File: src/sd_card_macros.svh
/*
 * SD card emulation constants
 * NCR gap, sector geometry and data token values shared by the RTL
 */
`ifndef SD_CARD_MACROS_SVH
`define SD_CARD_MACROS_SVH

// filler bytes between last command byte and R1
`define SD_NCR 2

// one sector, one buffer
`define SD_SECTOR_BYTES 512
`define SD_BUF_AW 9

// data tokens on sdo
`define SD_TOKEN_START 8'hFE
`define SD_IDLE_BYTE 8'hFF

`endif

File: src/sd_proto_pkg.sv
/*
 * SD SPI protocol types
 * command codes, R1 values, received bytes, command frame and transmit job
 */
package sd_proto_pkg;

    // command byte as seen on the wire, start and tx bits included
    typedef enum logic [7:0] {
        CMD0   = 8'h40,
        CMD1   = 8'h41,
        CMD8   = 8'h48,
        CMD16  = 8'h50,
        CMD17  = 8'h51,
        ACMD41 = 8'h69,
        CMD55  = 8'h77,
        CMD58  = 8'h7A
    } sd_cmd_e;

    typedef enum logic [7:0] {
        R1_OK      = 8'h00,
        R1_IDLE    = 8'h01,
        R1_ILLEGAL = 8'h04,
        R1_PARAM   = 8'h40
    } sd_r1_e;

    typedef struct packed {
        logic       valid;
        logic [7:0] data;
    } sd_rx_byte_t;

    // CMD8 argument layout
    typedef struct packed {
        logic [19:0] rsvd;
        logic [3:0]  volt;
        logic [7:0]  check;
    } sd_if_cond_t;

    typedef union packed {
        logic [31:0] lba;
        sd_if_cond_t if_cond;
    } sd_arg_u;

    typedef struct packed {
        logic [7:0] cmd;
        sd_arg_u    arg;
    } sd_cmd_frame_t;

    // extra[3] goes out first
    typedef struct packed {
        logic            start;
        sd_r1_e          r1;
        logic [3:0][7:0] extra;
        logic [2:0]      extra_cnt;
        logic            is_read;
    } sd_tx_job_t;

endpackage

File: src/sd_host_pkg.sv
/*
 * host side types
 * sector read request and buffer write port of the I/O controller
 */
`include "sd_card_macros.svh"

package sd_host_pkg;

    // rd is a level, held until ack
    typedef struct packed {
        logic        rd;
        logic [31:0] lba;
    } host_req_t;

    typedef struct packed {
        logic                  we;
        logic [`SD_BUF_AW-1:0] addr;
        logic [7:0]            data;
    } host_buf_wr_t;

endpackage

File: src/sd_spi_rx.sv
/*
 * SPI receiver
 * samples sdi on rising sck, syncs on the first zero bit and
 * assembles MSB-first bytes, also flags falling sck for the transmitter
 */
`timescale 1ns/1ps

module sd_spi_rx (
    input  logic                      clk_sys,
    input  logic                      card_is_reset,
    input  logic                      sd_cs,
    input  logic                      sd_sck,
    input  logic                      sd_sdi,
    input  logic                      tx_done,
    output sd_proto_pkg::sd_rx_byte_t rx_byte,
    output logic                      sck_fall
);
    logic       sck_q;
    logic       sck_rise;
    logic       synced;
    logic [2:0] bit_cnt;
    logic [6:0] sbuf;

    // sck delayed by one clk_sys
    always_ff @(posedge clk_sys) begin
        sck_q <= sd_sck;
    end

    assign sck_rise = sd_sck & ~sck_q;
    assign sck_fall = sck_q & ~sd_sck;

    always_ff @(posedge clk_sys) begin
        rx_byte.valid <= 1'b0;
        if (card_is_reset || sd_cs || tx_done) begin
            // back to hunting for a start bit
            synced  <= 1'b0;
            bit_cnt <= 3'd0;
        end else if (sck_rise) begin
            if (!synced) begin
                // first zero is the MSB of the command byte
                if (!sd_sdi) begin
                    synced  <= 1'b1;
                    bit_cnt <= 3'd1;
                    sbuf    <= 7'd0;
                end
            end else begin
                sbuf    <= {sbuf[5:0], sd_sdi};
                bit_cnt <= bit_cnt + 3'd1;
                // eighth bit completes the byte
                if (bit_cnt == 3'd7) begin
                    rx_byte.valid <= 1'b1;
                    rx_byte.data  <= {sbuf, sd_sdi};
                end
            end
        end
    end

endmodule

File: src/sd_cmd_engine.sv
/*
 * SD command engine
 * frames six-byte commands, decodes them into a response job and runs
 * the sector read request/ack exchange with the host
 */
`timescale 1ns/1ps
`include "sd_card_macros.svh"

module sd_cmd_engine (
    input  logic                      clk_sys,
    input  logic                      card_is_reset,
    input  sd_proto_pkg::sd_rx_byte_t rx_byte,
    input  logic                      sdhc,
    input  logic                      tx_done,
    input  logic                      sd_ack,
    output sd_proto_pkg::sd_tx_job_t  tx_job,
    output logic                      data_ready,
    output sd_host_pkg::host_req_t    host_req
);
    import sd_proto_pkg::*;

    sd_cmd_frame_t frame;
    sd_tx_job_t    job_d;
    logic [2:0]    frame_cnt;
    logic          busy;
    logic          go_idle_seen;
    logic          cmd55;
    logic          issue;
    logic          ack_q;
    logic          rd_pending;
    logic [31:0]   ocr;

    // powered up, capacity bit, 2.7-3.6V window
    assign ocr = {1'b1, sdhc, 6'h00, 8'hFF, 8'h80, 8'h00};

    // crc byte closes the frame
    assign issue = rx_byte.valid && !busy && (frame_cnt == 3'd5);

    always_comb begin
        job_d       = '0;
        job_d.start = 1'b1;
        job_d.r1    = R1_ILLEGAL;
        if (frame.cmd == CMD0) begin
            job_d.r1 = R1_IDLE;
        end else if (go_idle_seen) begin
            // everything else only after CMD0
            case (frame.cmd)
                CMD1:  job_d.r1 = R1_OK;
                CMD8: begin
                    // R7 echoes voltage and check pattern
                    job_d.r1        = R1_IDLE;
                    job_d.extra     = {8'h00, 8'h00, {4'h0, frame.arg.if_cond.volt},
                                       frame.arg.if_cond.check};
                    job_d.extra_cnt = 3'd4;
                end
                CMD16: begin
                    if (frame.arg.lba == 32'(`SD_SECTOR_BYTES)) begin
                        job_d.r1 = R1_OK;
                    end else begin
                        job_d.r1 = R1_PARAM;
                    end
                end
                CMD17: begin
                    job_d.r1      = R1_OK;
                    job_d.is_read = 1'b1;
                end
                ACMD41: begin
                    if (cmd55) begin
                        job_d.r1 = R1_OK;
                    end
                end
                CMD55: job_d.r1 = R1_IDLE;
                CMD58: begin
                    job_d.r1        = R1_OK;
                    job_d.extra     = ocr;
                    job_d.extra_cnt = 3'd4;
                end
                default: job_d.r1 = R1_ILLEGAL;
            endcase
        end
    end

    // framing and job issue
    always_ff @(posedge clk_sys) begin
        tx_job.start <= 1'b0;
        if (card_is_reset) begin
            frame_cnt    <= 3'd0;
            busy         <= 1'b0;
            go_idle_seen <= 1'b0;
            cmd55        <= 1'b0;
        end else begin
            if (tx_done) begin
                busy <= 1'b0;
            end
            if (issue) begin
                tx_job    <= job_d;
                frame_cnt <= 3'd0;
                busy      <= 1'b1;
                cmd55     <= (frame.cmd == CMD55);
                if (frame.cmd == CMD0) begin
                    go_idle_seen <= 1'b1;
                end
            end else if (rx_byte.valid && !busy) begin
                if (frame_cnt == 3'd0) begin
                    // command byte is 01xxxxxx
                    if (rx_byte.data[7:6] == 2'b01) begin
                        frame.cmd <= rx_byte.data;
                        frame_cnt <= 3'd1;
                    end
                end else begin
                    // argument, MSB first
                    frame.arg.lba <= {frame.arg.lba[23:0], rx_byte.data};
                    frame_cnt     <= frame_cnt + 3'd1;
                end
            end
        end
    end

    // host request/ack exchange
    always_ff @(posedge clk_sys) begin
        if (card_is_reset) begin
            host_req.rd <= 1'b0;
            rd_pending  <= 1'b0;
            data_ready  <= 1'b0;
            ack_q       <= 1'b0;
        end else begin
            ack_q <= sd_ack;
            if (issue && job_d.is_read) begin
                host_req.rd  <= 1'b1;
                // byte address on SDSC cards
                host_req.lba <= sdhc ? frame.arg.lba : {9'd0, frame.arg.lba[31:9]};
                rd_pending   <= 1'b1;
            end else if (host_req.rd && sd_ack) begin
                host_req.rd <= 1'b0;
            end
            // falling ack means the sector is in the buffer
            if (rd_pending && ack_q && !sd_ack) begin
                data_ready <= 1'b1;
                rd_pending <= 1'b0;
            end
            if (tx_done) begin
                data_ready <= 1'b0;
                rd_pending <= 1'b0;
            end
        end
    end

endmodule

File: src/sd_spi_tx.sv
/*
 * SPI transmitter
 * byte slot sequencer for NCR fill, R1, extra bytes and the read
 * data block, shifting MSB first on falling sck
 */
`timescale 1ns/1ps
`include "sd_card_macros.svh"

module sd_spi_tx (
    input  logic                      clk_sys,
    input  logic                      card_is_reset,
    input  logic                      sd_cs,
    input  logic                      sck_fall,
    input  sd_proto_pkg::sd_rx_byte_t rx_byte,
    input  sd_proto_pkg::sd_tx_job_t  tx_job,
    input  logic                      data_ready,
    input  logic [7:0]                buf_rdata,
    output logic [`SD_BUF_AW-1:0]     buf_raddr,
    output logic                      sd_sdo,
    output logic                      tx_done
);
    import sd_proto_pkg::*;

    typedef enum logic [3:0] {
        PH_IDLE, PH_NCR, PH_R1, PH_EXTRA, PH_WAIT, PH_TOKEN, PH_DATA, PH_CRC, PH_DONE
    } tx_phase_e;

    tx_phase_e  phase;
    tx_phase_e  nxt_phase;
    sd_tx_job_t job;
    logic [9:0] cnt;
    logic [9:0] nxt_cnt;
    logic [7:0] nxt_byte;
    logic [7:0] sh;
    logic       slot_start;

    // data byte index doubles as buffer address
    assign buf_raddr = cnt[`SD_BUF_AW-1:0];

    // byte for the slot that starts now, and what follows it
    always_comb begin
        nxt_byte  = `SD_IDLE_BYTE;
        nxt_phase = phase;
        nxt_cnt   = cnt + 10'd1;
        case (phase)
            PH_NCR: begin
                if (cnt == 10'(`SD_NCR - 1)) begin
                    nxt_phase = PH_R1;
                end
            end
            PH_R1: begin
                nxt_byte = job.r1;
                nxt_cnt  = 10'd0;
                if (job.extra_cnt != 3'd0) begin
                    nxt_phase = PH_EXTRA;
                end else begin
                    nxt_phase = job.is_read ? PH_WAIT : PH_DONE;
                end
            end
            PH_EXTRA: begin
                nxt_byte = job.extra[2'd3 - cnt[1:0]];
                if (cnt[2:0] == job.extra_cnt - 3'd1) begin
                    nxt_phase = job.is_read ? PH_WAIT : PH_DONE;
                end
            end
            // 0xFF until the host has filled the buffer
            PH_WAIT: begin
                if (data_ready) begin
                    nxt_phase = PH_TOKEN;
                end
            end
            PH_TOKEN: begin
                nxt_byte  = `SD_TOKEN_START;
                nxt_cnt   = 10'd0;
                nxt_phase = PH_DATA;
            end
            PH_DATA: begin
                nxt_byte = buf_rdata;
                if (cnt == 10'(`SD_SECTOR_BYTES - 1)) begin
                    nxt_cnt   = 10'd0;
                    nxt_phase = PH_CRC;
                end
            end
            // dummy crc, two 0xFF bytes
            PH_CRC: begin
                if (cnt == 10'd1) begin
                    nxt_phase = PH_DONE;
                end
            end
            default: nxt_cnt = cnt;
        endcase
    end

    always_ff @(posedge clk_sys) begin
        tx_done <= 1'b0;
        if (card_is_reset) begin
            phase      <= PH_IDLE;
            cnt        <= 10'd0;
            slot_start <= 1'b0;
            sh         <= 8'hFF;
            sd_sdo     <= 1'b1;
        end else if (sd_cs) begin
            // deselect aborts a running response
            phase      <= PH_IDLE;
            slot_start <= 1'b0;
            sd_sdo     <= 1'b1;
            tx_done    <= (phase != PH_IDLE);
        end else begin
            if (tx_job.start) begin
                job   <= tx_job;
                phase <= PH_NCR;
                cnt   <= 10'd0;
            end
            // byte tick ends a slot, next falling sck opens one
            if (rx_byte.valid) begin
                slot_start <= 1'b1;
                if (phase == PH_DONE) begin
                    phase   <= PH_IDLE;
                    tx_done <= 1'b1;
                end
            end
            if (sck_fall) begin
                if (slot_start) begin
                    slot_start <= 1'b0;
                    sd_sdo     <= nxt_byte[7];
                    sh         <= {nxt_byte[6:0], 1'b1};
                    phase      <= nxt_phase;
                    cnt        <= nxt_cnt;
                end else begin
                    sd_sdo <= sh[7];
                    sh     <= {sh[6:0], 1'b1};
                end
            end
        end
    end

endmodule

File: src/sd_sector_buffer.sv
/*
 * sector buffer
 * 512x8 RAM, host write port and registered transmitter read port
 */
`timescale 1ns/1ps
`include "sd_card_macros.svh"

module sd_sector_buffer (
    input  logic                      clk_sys,
    input  sd_host_pkg::host_buf_wr_t host_wr,
    input  logic [`SD_BUF_AW-1:0]     raddr,
    output logic [7:0]                rdata
);
    logic [7:0] mem [0:`SD_SECTOR_BYTES-1];

    // host fills the sector during ack
    always_ff @(posedge clk_sys) begin
        if (host_wr.we) begin
            mem[host_wr.addr] <= host_wr.data;
        end
    end

    // one cycle read latency
    always_ff @(posedge clk_sys) begin
        rdata <= mem[raddr];
    end

endmodule

File: src/sd_card_top.sv
/*
 * emulated SD card, SPI mode
 * receiver, command engine, transmitter and sector buffer
 */
`timescale 1ns/1ps
`include "sd_card_macros.svh"

module sd_card_top (
    input  logic                      clk_sys,
    input  logic                      card_is_reset,
    input  logic                      sd_cs,
    input  logic                      sd_sck,
    input  logic                      sd_sdi,
    input  logic                      sdhc,
    input  logic                      sd_ack,
    input  sd_host_pkg::host_buf_wr_t host_wr,
    output logic                      sd_sdo,
    output sd_host_pkg::host_req_t    host_req
);
    import sd_proto_pkg::*;
    import sd_host_pkg::*;

    sd_rx_byte_t           rx_byte;
    sd_tx_job_t            tx_job;
    host_buf_wr_t          buf_wr;
    logic                  sck_fall;
    logic                  data_ready;
    logic                  tx_done;
    logic [`SD_BUF_AW-1:0] buf_raddr;
    logic [7:0]            buf_rdata;

    // writes only count while the host acks
    always_comb begin
        buf_wr    = host_wr;
        buf_wr.we = host_wr.we & sd_ack;
    end

    sd_spi_rx rx_i (
        .clk_sys       (clk_sys),
        .card_is_reset (card_is_reset),
        .sd_cs         (sd_cs),
        .sd_sck        (sd_sck),
        .sd_sdi        (sd_sdi),
        .tx_done       (tx_done),
        .rx_byte       (rx_byte),
        .sck_fall      (sck_fall)
    );

    sd_cmd_engine engine_i (
        .clk_sys       (clk_sys),
        .card_is_reset (card_is_reset),
        .rx_byte       (rx_byte),
        .sdhc          (sdhc),
        .tx_done       (tx_done),
        .sd_ack        (sd_ack),
        .tx_job        (tx_job),
        .data_ready    (data_ready),
        .host_req      (host_req)
    );

    sd_spi_tx tx_i (
        .clk_sys       (clk_sys),
        .card_is_reset (card_is_reset),
        .sd_cs         (sd_cs),
        .sck_fall      (sck_fall),
        .rx_byte       (rx_byte),
        .tx_job        (tx_job),
        .data_ready    (data_ready),
        .buf_rdata     (buf_rdata),
        .buf_raddr     (buf_raddr),
        .sd_sdo        (sd_sdo),
        .tx_done       (tx_done)
    );

    sd_sector_buffer buf_i (
        .clk_sys (clk_sys),
        .host_wr (buf_wr),
        .raddr   (buf_raddr),
        .rdata   (buf_rdata)
    );

endmodule

File: config.mk
export PLATFORM = sky130hd
export DESIGN_NAME = sd_card_top
export DESIGN_NICKNAME = d
export VERILOG_FILES = /design/src/sd_proto_pkg.sv /design/src/sd_host_pkg.sv /design/src/sd_spi_rx.sv /design/src/sd_cmd_engine.sv /design/src/sd_spi_tx.sv /design/src/sd_sector_buffer.sv /design/src/sd_card_top.sv
export VERILOG_INCLUDE_DIRS = /design/src
export SDC_FILE = /design/constraint.sdc
export NUM_CORES = 2
export LEC_CHECK = 0
export BUFFER_PORTS_ARGS = -buffer_cell sky130_fd_sc_hd__buf_2
export CAP_MARGIN = 10
export CORE_ASPECT_RATIO = 2
export CORE_MARGIN = 8
export CORE_UTILIZATION = 65
export CTS_CLUSTER_DIAMETER = 40
export DETAILED_ROUTE_END_ITERATION = 6
export HOLD_SLACK_MARGIN = 0.15
export PLACE_DENSITY = 0.79
export SYNTH_ARGS = -nofsm -noshare
export SYNTH_HDL_FRONTEND = slang
export SYNTH_HIERARCHICAL = 1
export SYNTH_SLANG_ARGS = --single-unit
File: constraint.sdc
create_clock -name clk_sys -period 7 [get_ports clk_sys]
set_input_delay 0.35 -clock clk_sys [delete_from_list [all_inputs] [get_ports clk_sys]]
set_output_delay 0.35 -clock clk_sys [all_outputs]
set_load 0.05 [all_outputs]
; Yosys cells after proc, flatten, opt, wreduce, memory -nomap -nowiden
; Memories as Yosys holds them, arrays and structs flattened. A register that Yosys moved wholly into a read port is not among the register bits.
; Cells that the tools add are included.
[op_classes]
addsub = 5
n_mux = 54
reduce_logical = 38
n_bitwise = 13
magnitude_cmp = 1
n_eq_ne = 32
[op_table]
columns = operator, count
row1 = 35-bit case mux with 2 select lines, 1
row2 = "8-bit by 7-bit == test with 1-bit output, second input constant", 8
row3 = 8-bit case mux with 4 select lines, 2
row4 = 4-bit 2-to-1 mux, 12
row5 = 45-bit 2-to-1 mux, 1
row6 = 44-bit 2-to-1 mux, 1
row7 = 10-bit 2-to-1 mux, 4
row8 = 36-bit 2-to-1 mux, 1
row9 = "32-bit by 10-bit == test with 1-bit output, second input constant", 1
row10 = 10-bit case mux with 3 select lines, 1
row11 = 4-bit case mux with 7 select lines, 1
row12 = 8-bit 2-to-1 mux, 3
row13 = 23-bit 2-to-1 mux, 1
row14 = 7-bit 2-to-1 mux, 3
row15 = "4-bit != test, second input constant", 5
row16 = 8-bit binary-select mux with 2-bit select, 1
row17 = "4-bit by 3-bit == test with 1-bit output, second input constant", 4
row18 = 1-bit 2-to-1 mux, 16
row19 = 3-bit 2-to-1 mux, 5
row20 = 2-bit AND reduction, 7
row21 = 2-bit OR reduction, 6
row22 = "10-bit by 1-bit adder with 10-bit output, second input constant", 1
row23 = "10-bit by 1-bit == test with 1-bit output, second input constant", 1
row24 = "10-bit by 9-bit == test with 1-bit output, second input constant", 1
row25 = 30 further kinds, 56
[totals]
output_inout_bits = 34
input_bits = 25
ramBits = 4096
memories = 1
wordCells = 184
ff_bits = 217
[memory_table]
columns = name, words, width, read_ports, rd_ports_with_merged_regs, write_ports, line_no
row1 = buf_i.mem, 512, 8, 1, 1, 1, sd_sector_buffer.sv:14  ; logic [7:0] mem [0:`SD_SECTOR_BYTES-1];

; Logic depth before layout (Yosys ltp)
[depth]
depth_word = 7
mapped_depth = 13
depth_no_buf = 8

; Modules after synthesis
; Netlist, hierarchy kept.
[by_module_without_submodules]
columns = module, cells_each, instances, area_each_um2, seq_area_each_um2
row1 = sd_sector_buffer, 8030, 1, 159927.1, 123158.1
row2 = sd_cmd_engine, 262, 1, 4111.4, 2952.8
row3 = sd_spi_tx, 294, 1, 3315.7, 1801.7
row4 = sd_spi_rx, 50, 1, 780.7, 570.5
row5 = sd_card_top, 1, 1, 6.3, 0.0

; Worst setup path after synthesis
; Ideal clock, no wire load.
[synth_timing]
path_type = register to register
startpoint = register engine_i.frame_cnt[1]
endpoint = register engine_i/frame[0] in the netlist's numbering (enable)
path_stages_with_launch = 6
period_less_slack_ns = 2.650
slack_ns = 4.350
arrival_ns = 2.229
cell_sequence = dfxtp_1 inv_1 ha_1 nand3_2 nand2_1 nor2_1
[synth_between]
elab_chain_len = 4
word_cells_on_any_way = 6
cone_classes = eq/ne: 1 / bitwise: 2 / reduce/logical: 3
[synth_lines]
columns = element, line_no
row1 = from (decl), sd_cmd_engine.sv:24  ; logic [2:0] frame_cnt;
row2 = from (signal assigned), sd_cmd_engine.sv:113  ; frame_cnt <= frame_cnt + 3'd1;
row3 = 3-bit == test, sd_cmd_engine.sv:37  ; assign issue = rx_byte.valid && !busy && (frame_cnt == 3'd5);
row4 = 1-bit logical AND, sd_cmd_engine.sv:37
row5 = 1-bit inverter (no source line), --
row6 = 4-bit AND reduction (no source line) *, --
row7 = to (decl), sd_cmd_engine.sv:22  ; sd_cmd_frame_t frame;
; Mark *: on every way between the ends. The rest lies on a longest branch, timed or not.
; A chain may end at the register's enable or synchronous reset.

==> results.yml <==
outcome:
  status: "complete, but fails checks"
  violations: "design-rule violations"
drt:
  ant_nets: 0
  dr.pass1.iters: 7
  wl_um: 449000
  via_count: 88600
  wire_per_inst_um: 36.1
  drc: 12
  drtIter0Drc: 11400
  vias_per_cell: 7.12
place:
  place_hpwl_um: 279000
  portBuffers: 58
  place_congestion: 0.999
power_and_ir_drop:
  irDropWorstVdd_mv: 0.331
  power.leakage_nw: 53.3
  cellPowerDensity_nw_per_um2: 266
synthesis:
  synth_edf_count: 4246
  ys_seq_area_share_pct: 76.4
  synth_top_area_cell: "edfxtp_1"
  syn_avg_cell_area_sq_um: 19.5
  yosys.area.top_type_share_pct: 75.8
  synthCells: 8637
  synth.distinct_cells: 88
  netlist_area_sq_um: 168000
  yosys-top-cells-area: "edfxtp_1 76%, mux4_2 8.9%, mux2i_1 4.8%"
  synthArstFlopShare_pct: 0
  ys_warn_count: 6
  yosys_register_bits: 4295
  synth_ff_type: "edfxtp_1"
sta:
  setup_violations: 0
  tightest_slew_ns: 1.27
  finClkSkew_ns: 0.0392
  post-route-min-period_ns: 4.83
  min_period_over_period_pct: 68.9
  hold_viol_final: 0
  setup_tns_ns: 0
  rsz0062_at_grt: "no"
  maxSlewViolCount: 0
  fmax_mhz: 207
  slew_headroom_pct: 15.0
clock_tree:
  cts_buffer_depth: 4
  post-cts-setup-buffers: 0
  clock_latency_ns: 0.91
  cts_root_buf: "clkbuf_16"
  cts.sinks: 4295
  path_clk_slew_ns: 0.07
  cts_made_buffers: 337
  cts_resized: 0
  cts-htree-levels: 5
  cts_tree: "built"
global_route:
  grtUsageTotal_pct: 32.0
  antenna_found_initial: 17
  grt_overflow_total: 0
  grt_max_degree: 195
  grt_pass1_vias: 90100
  grt_pass1_wl_um: 635000
cells_and_area:
  drive_gt1_share_pct: 16.9
  nNetsFinal: 8719
  areaGrowthSynthToFinish_pct: 8.83
  final_util_pct: 70.9
worst_hold_path:
  holdPathStages: 2
  min_from: "sdhc"
  hold_path.class: "input pin to register"
  whs_endpoint: "engine_i/host_req[29]$_SDFFCE_PN0P_"
critical_path:
  worstPathArrival_ns: 5.67
  critPathLaunchType: "register"
  rr_worst_depth: 9
  crit_path_max_fanout: 55
  cp_data_required_time_ns: 7.85
  r2r-start: "tx_i/cnt[1]$_SDFFE_PP0P_"
  worstSetupEndpointType: "register"
  r2r_slack_ns: 2.17
  reg2reg_to: "buf_i/rdata[0]$_DFF_P_"
  worst-setup-path-type: "register to register"
die:
  core_sq_um: 258000
  rows: 264
  fp.dieW_um: 376
  io_pins: 59
  start_util_pct: 65.2
  die_area_sq_um: 276000
  die_y_um: 735
flow_run:
  maxCapViolations: 0
## kinds of logic after synthesis
logic type | count (synthesis) | share of synthesized area [%]
XOR/XNOR | 3 | 0.0156
buffers and inverters | 588 | 2.01
flip-flops | 4295 | 76.4
AND/OR/NAND/NOR | 1173 | 3.19
adder cells (fa/ha/maj) | 9 | 0.0670
multiplexers | 1490 | 13.8
AO/OA/AOI/OAI | 1078 | 4.48
other | 1 | 0.00223
## per-stage QoR
step	cell area, sq um	total power, mW	setup WS, ns	instances	hold WS, ns
after floorplan	168000	28.9	4.35	8652	0.378
after global placement	172000	29.3	2.07	11800	0.407
after detailed placement	172000	29.4	2.35	11800	0.405
after CTS	183000	48.5	2.22	12400	0.173
after global routing	183000	49.4	2.13	12400	0.213
final	183000	48.7	2.17	12400	0.213
## synth_stat cells, drive strengths merged, types with 58 or more instances
cell    count
edfxtp   4246
mux2i     799
mux4      662
nor2      626
o221ai    372
buf       296
clkbuf    277
a21oi     221
o22ai     169
o21ai     147
nand2     143
nor3      120
a22oi      63
and2       58
## how the worst max path moves through the flow
stage                                  end                          startpoint  slack [ns]
2_1_floorplan  engine_i/frame[0]$_DFFE_PP_  engine_i/frame_cnt[1]$_SDFFE_PN0P_        4.35
5_1_grt             buf_i/rdata[5]$_DFF_P_            tx_i/cnt[1]$_SDFFE_PP0P_        2.13
3_5_place_dp        buf_i/rdata[0]$_DFF_P_            tx_i/cnt[1]$_SDFFE_PP0P_        2.35
3_3_place_gp        buf_i/rdata[1]$_DFF_P_            tx_i/cnt[0]$_SDFFE_PP0P_        2.07
6_report            buf_i/rdata[0]$_DFF_P_            tx_i/cnt[1]$_SDFFE_PP0P_        2.17
4_1_cts             buf_i/rdata[0]$_DFF_P_            tx_i/cnt[1]$_SDFFE_PP0P_        2.22
## worst max-delay path: stages (launching register included)
cell	delay, ns
dfxtp_4	0.76
buf_4	0.78
buf_4	0.71
mux4_2	0.38
o22ai_1	0.18
a22oi_1	0.50
nand2_1	0.11
o21ai_0	0.68
buf_4	0.27
o2111a_1	0.19
## cell usage in the layout (no fill, tap or decap), drive strengths merged, types with 20 or more instances in the layout
master / synthesis / layout
diode: 0 / 28
a22oi: 63 / 63
clkbuf: 277 / 391
dfxtp: 49 / 49
nand3: 47 / 47
bufinv: 0 / 46
o22ai: 169 / 169
inv: 15 / 32
nand2: 143 / 143
clkinv: 0 / 139
a211oi: 20 / 20
o21ai: 147 / 147
nor2: 626 / 626
nor3: 120 / 120
nor4: 49 / 49
and2: 58 / 58
nand4: 40 / 40
edfxtp: 4246 / 4246
mux2: 29 / 29
a21oi: 221 / 221
mux2i: 799 / 799
o221ai: 372 / 372
buf: 296 / 254
mux4: 662 / 662
## report_power, final
| group | switching, mW | internal (mW) |
|---|---|---|
| Sequential | 0.00669 | 28.2 |
| Combinational | 0.542 | 0.0585 |
| Clock | 9.12 | 10.7 |
| Total | 9.67 | 39.0 |
## state kept, by name, summed over array words and instances (netlist names), 3 cells and up
signal and count:
tx_i/cnt 10, engine_i/host_req 33, buf_i/rdata 8, rx_i/bit_cnt 3
tx_i/phase 4, tx_i/job 44, engine_i/frame 40, engine_i/tx_job 20
rx_i/rx_byte 9, buf_i/mem 4096, engine_i/frame_cnt 3, tx_i/sh 7
rx_i/sbuf 7
## final cells by class
class,count,area [sq um]
Sequential cell,4295,128000
Fill cell,14500,75000
Antenna cell,28,70.1
Inverter,15,63.8
Timing Repair Buffer,267,2340
Clock buffer,391,8730
Clock inverter,219,2400
Multi-Input combinational cell,3769,36600
Tap cell,3458,4330
## what timing repair did
item,in CTS,in global routing
hold endpoints to repair,784,0
hold buffers,13,0
setup endpoints to repair,0,0
## layer usage
metal	wire [um]	GRT usage [%]	up-vias
met3	39100	5.62	1781
met5	26	0	-
met4	49300	28.0	6
met1	133000	34.2	45000
li1	-	-	35700
met2	228000	54.7	6167
(Power assumes the default switching activity.)
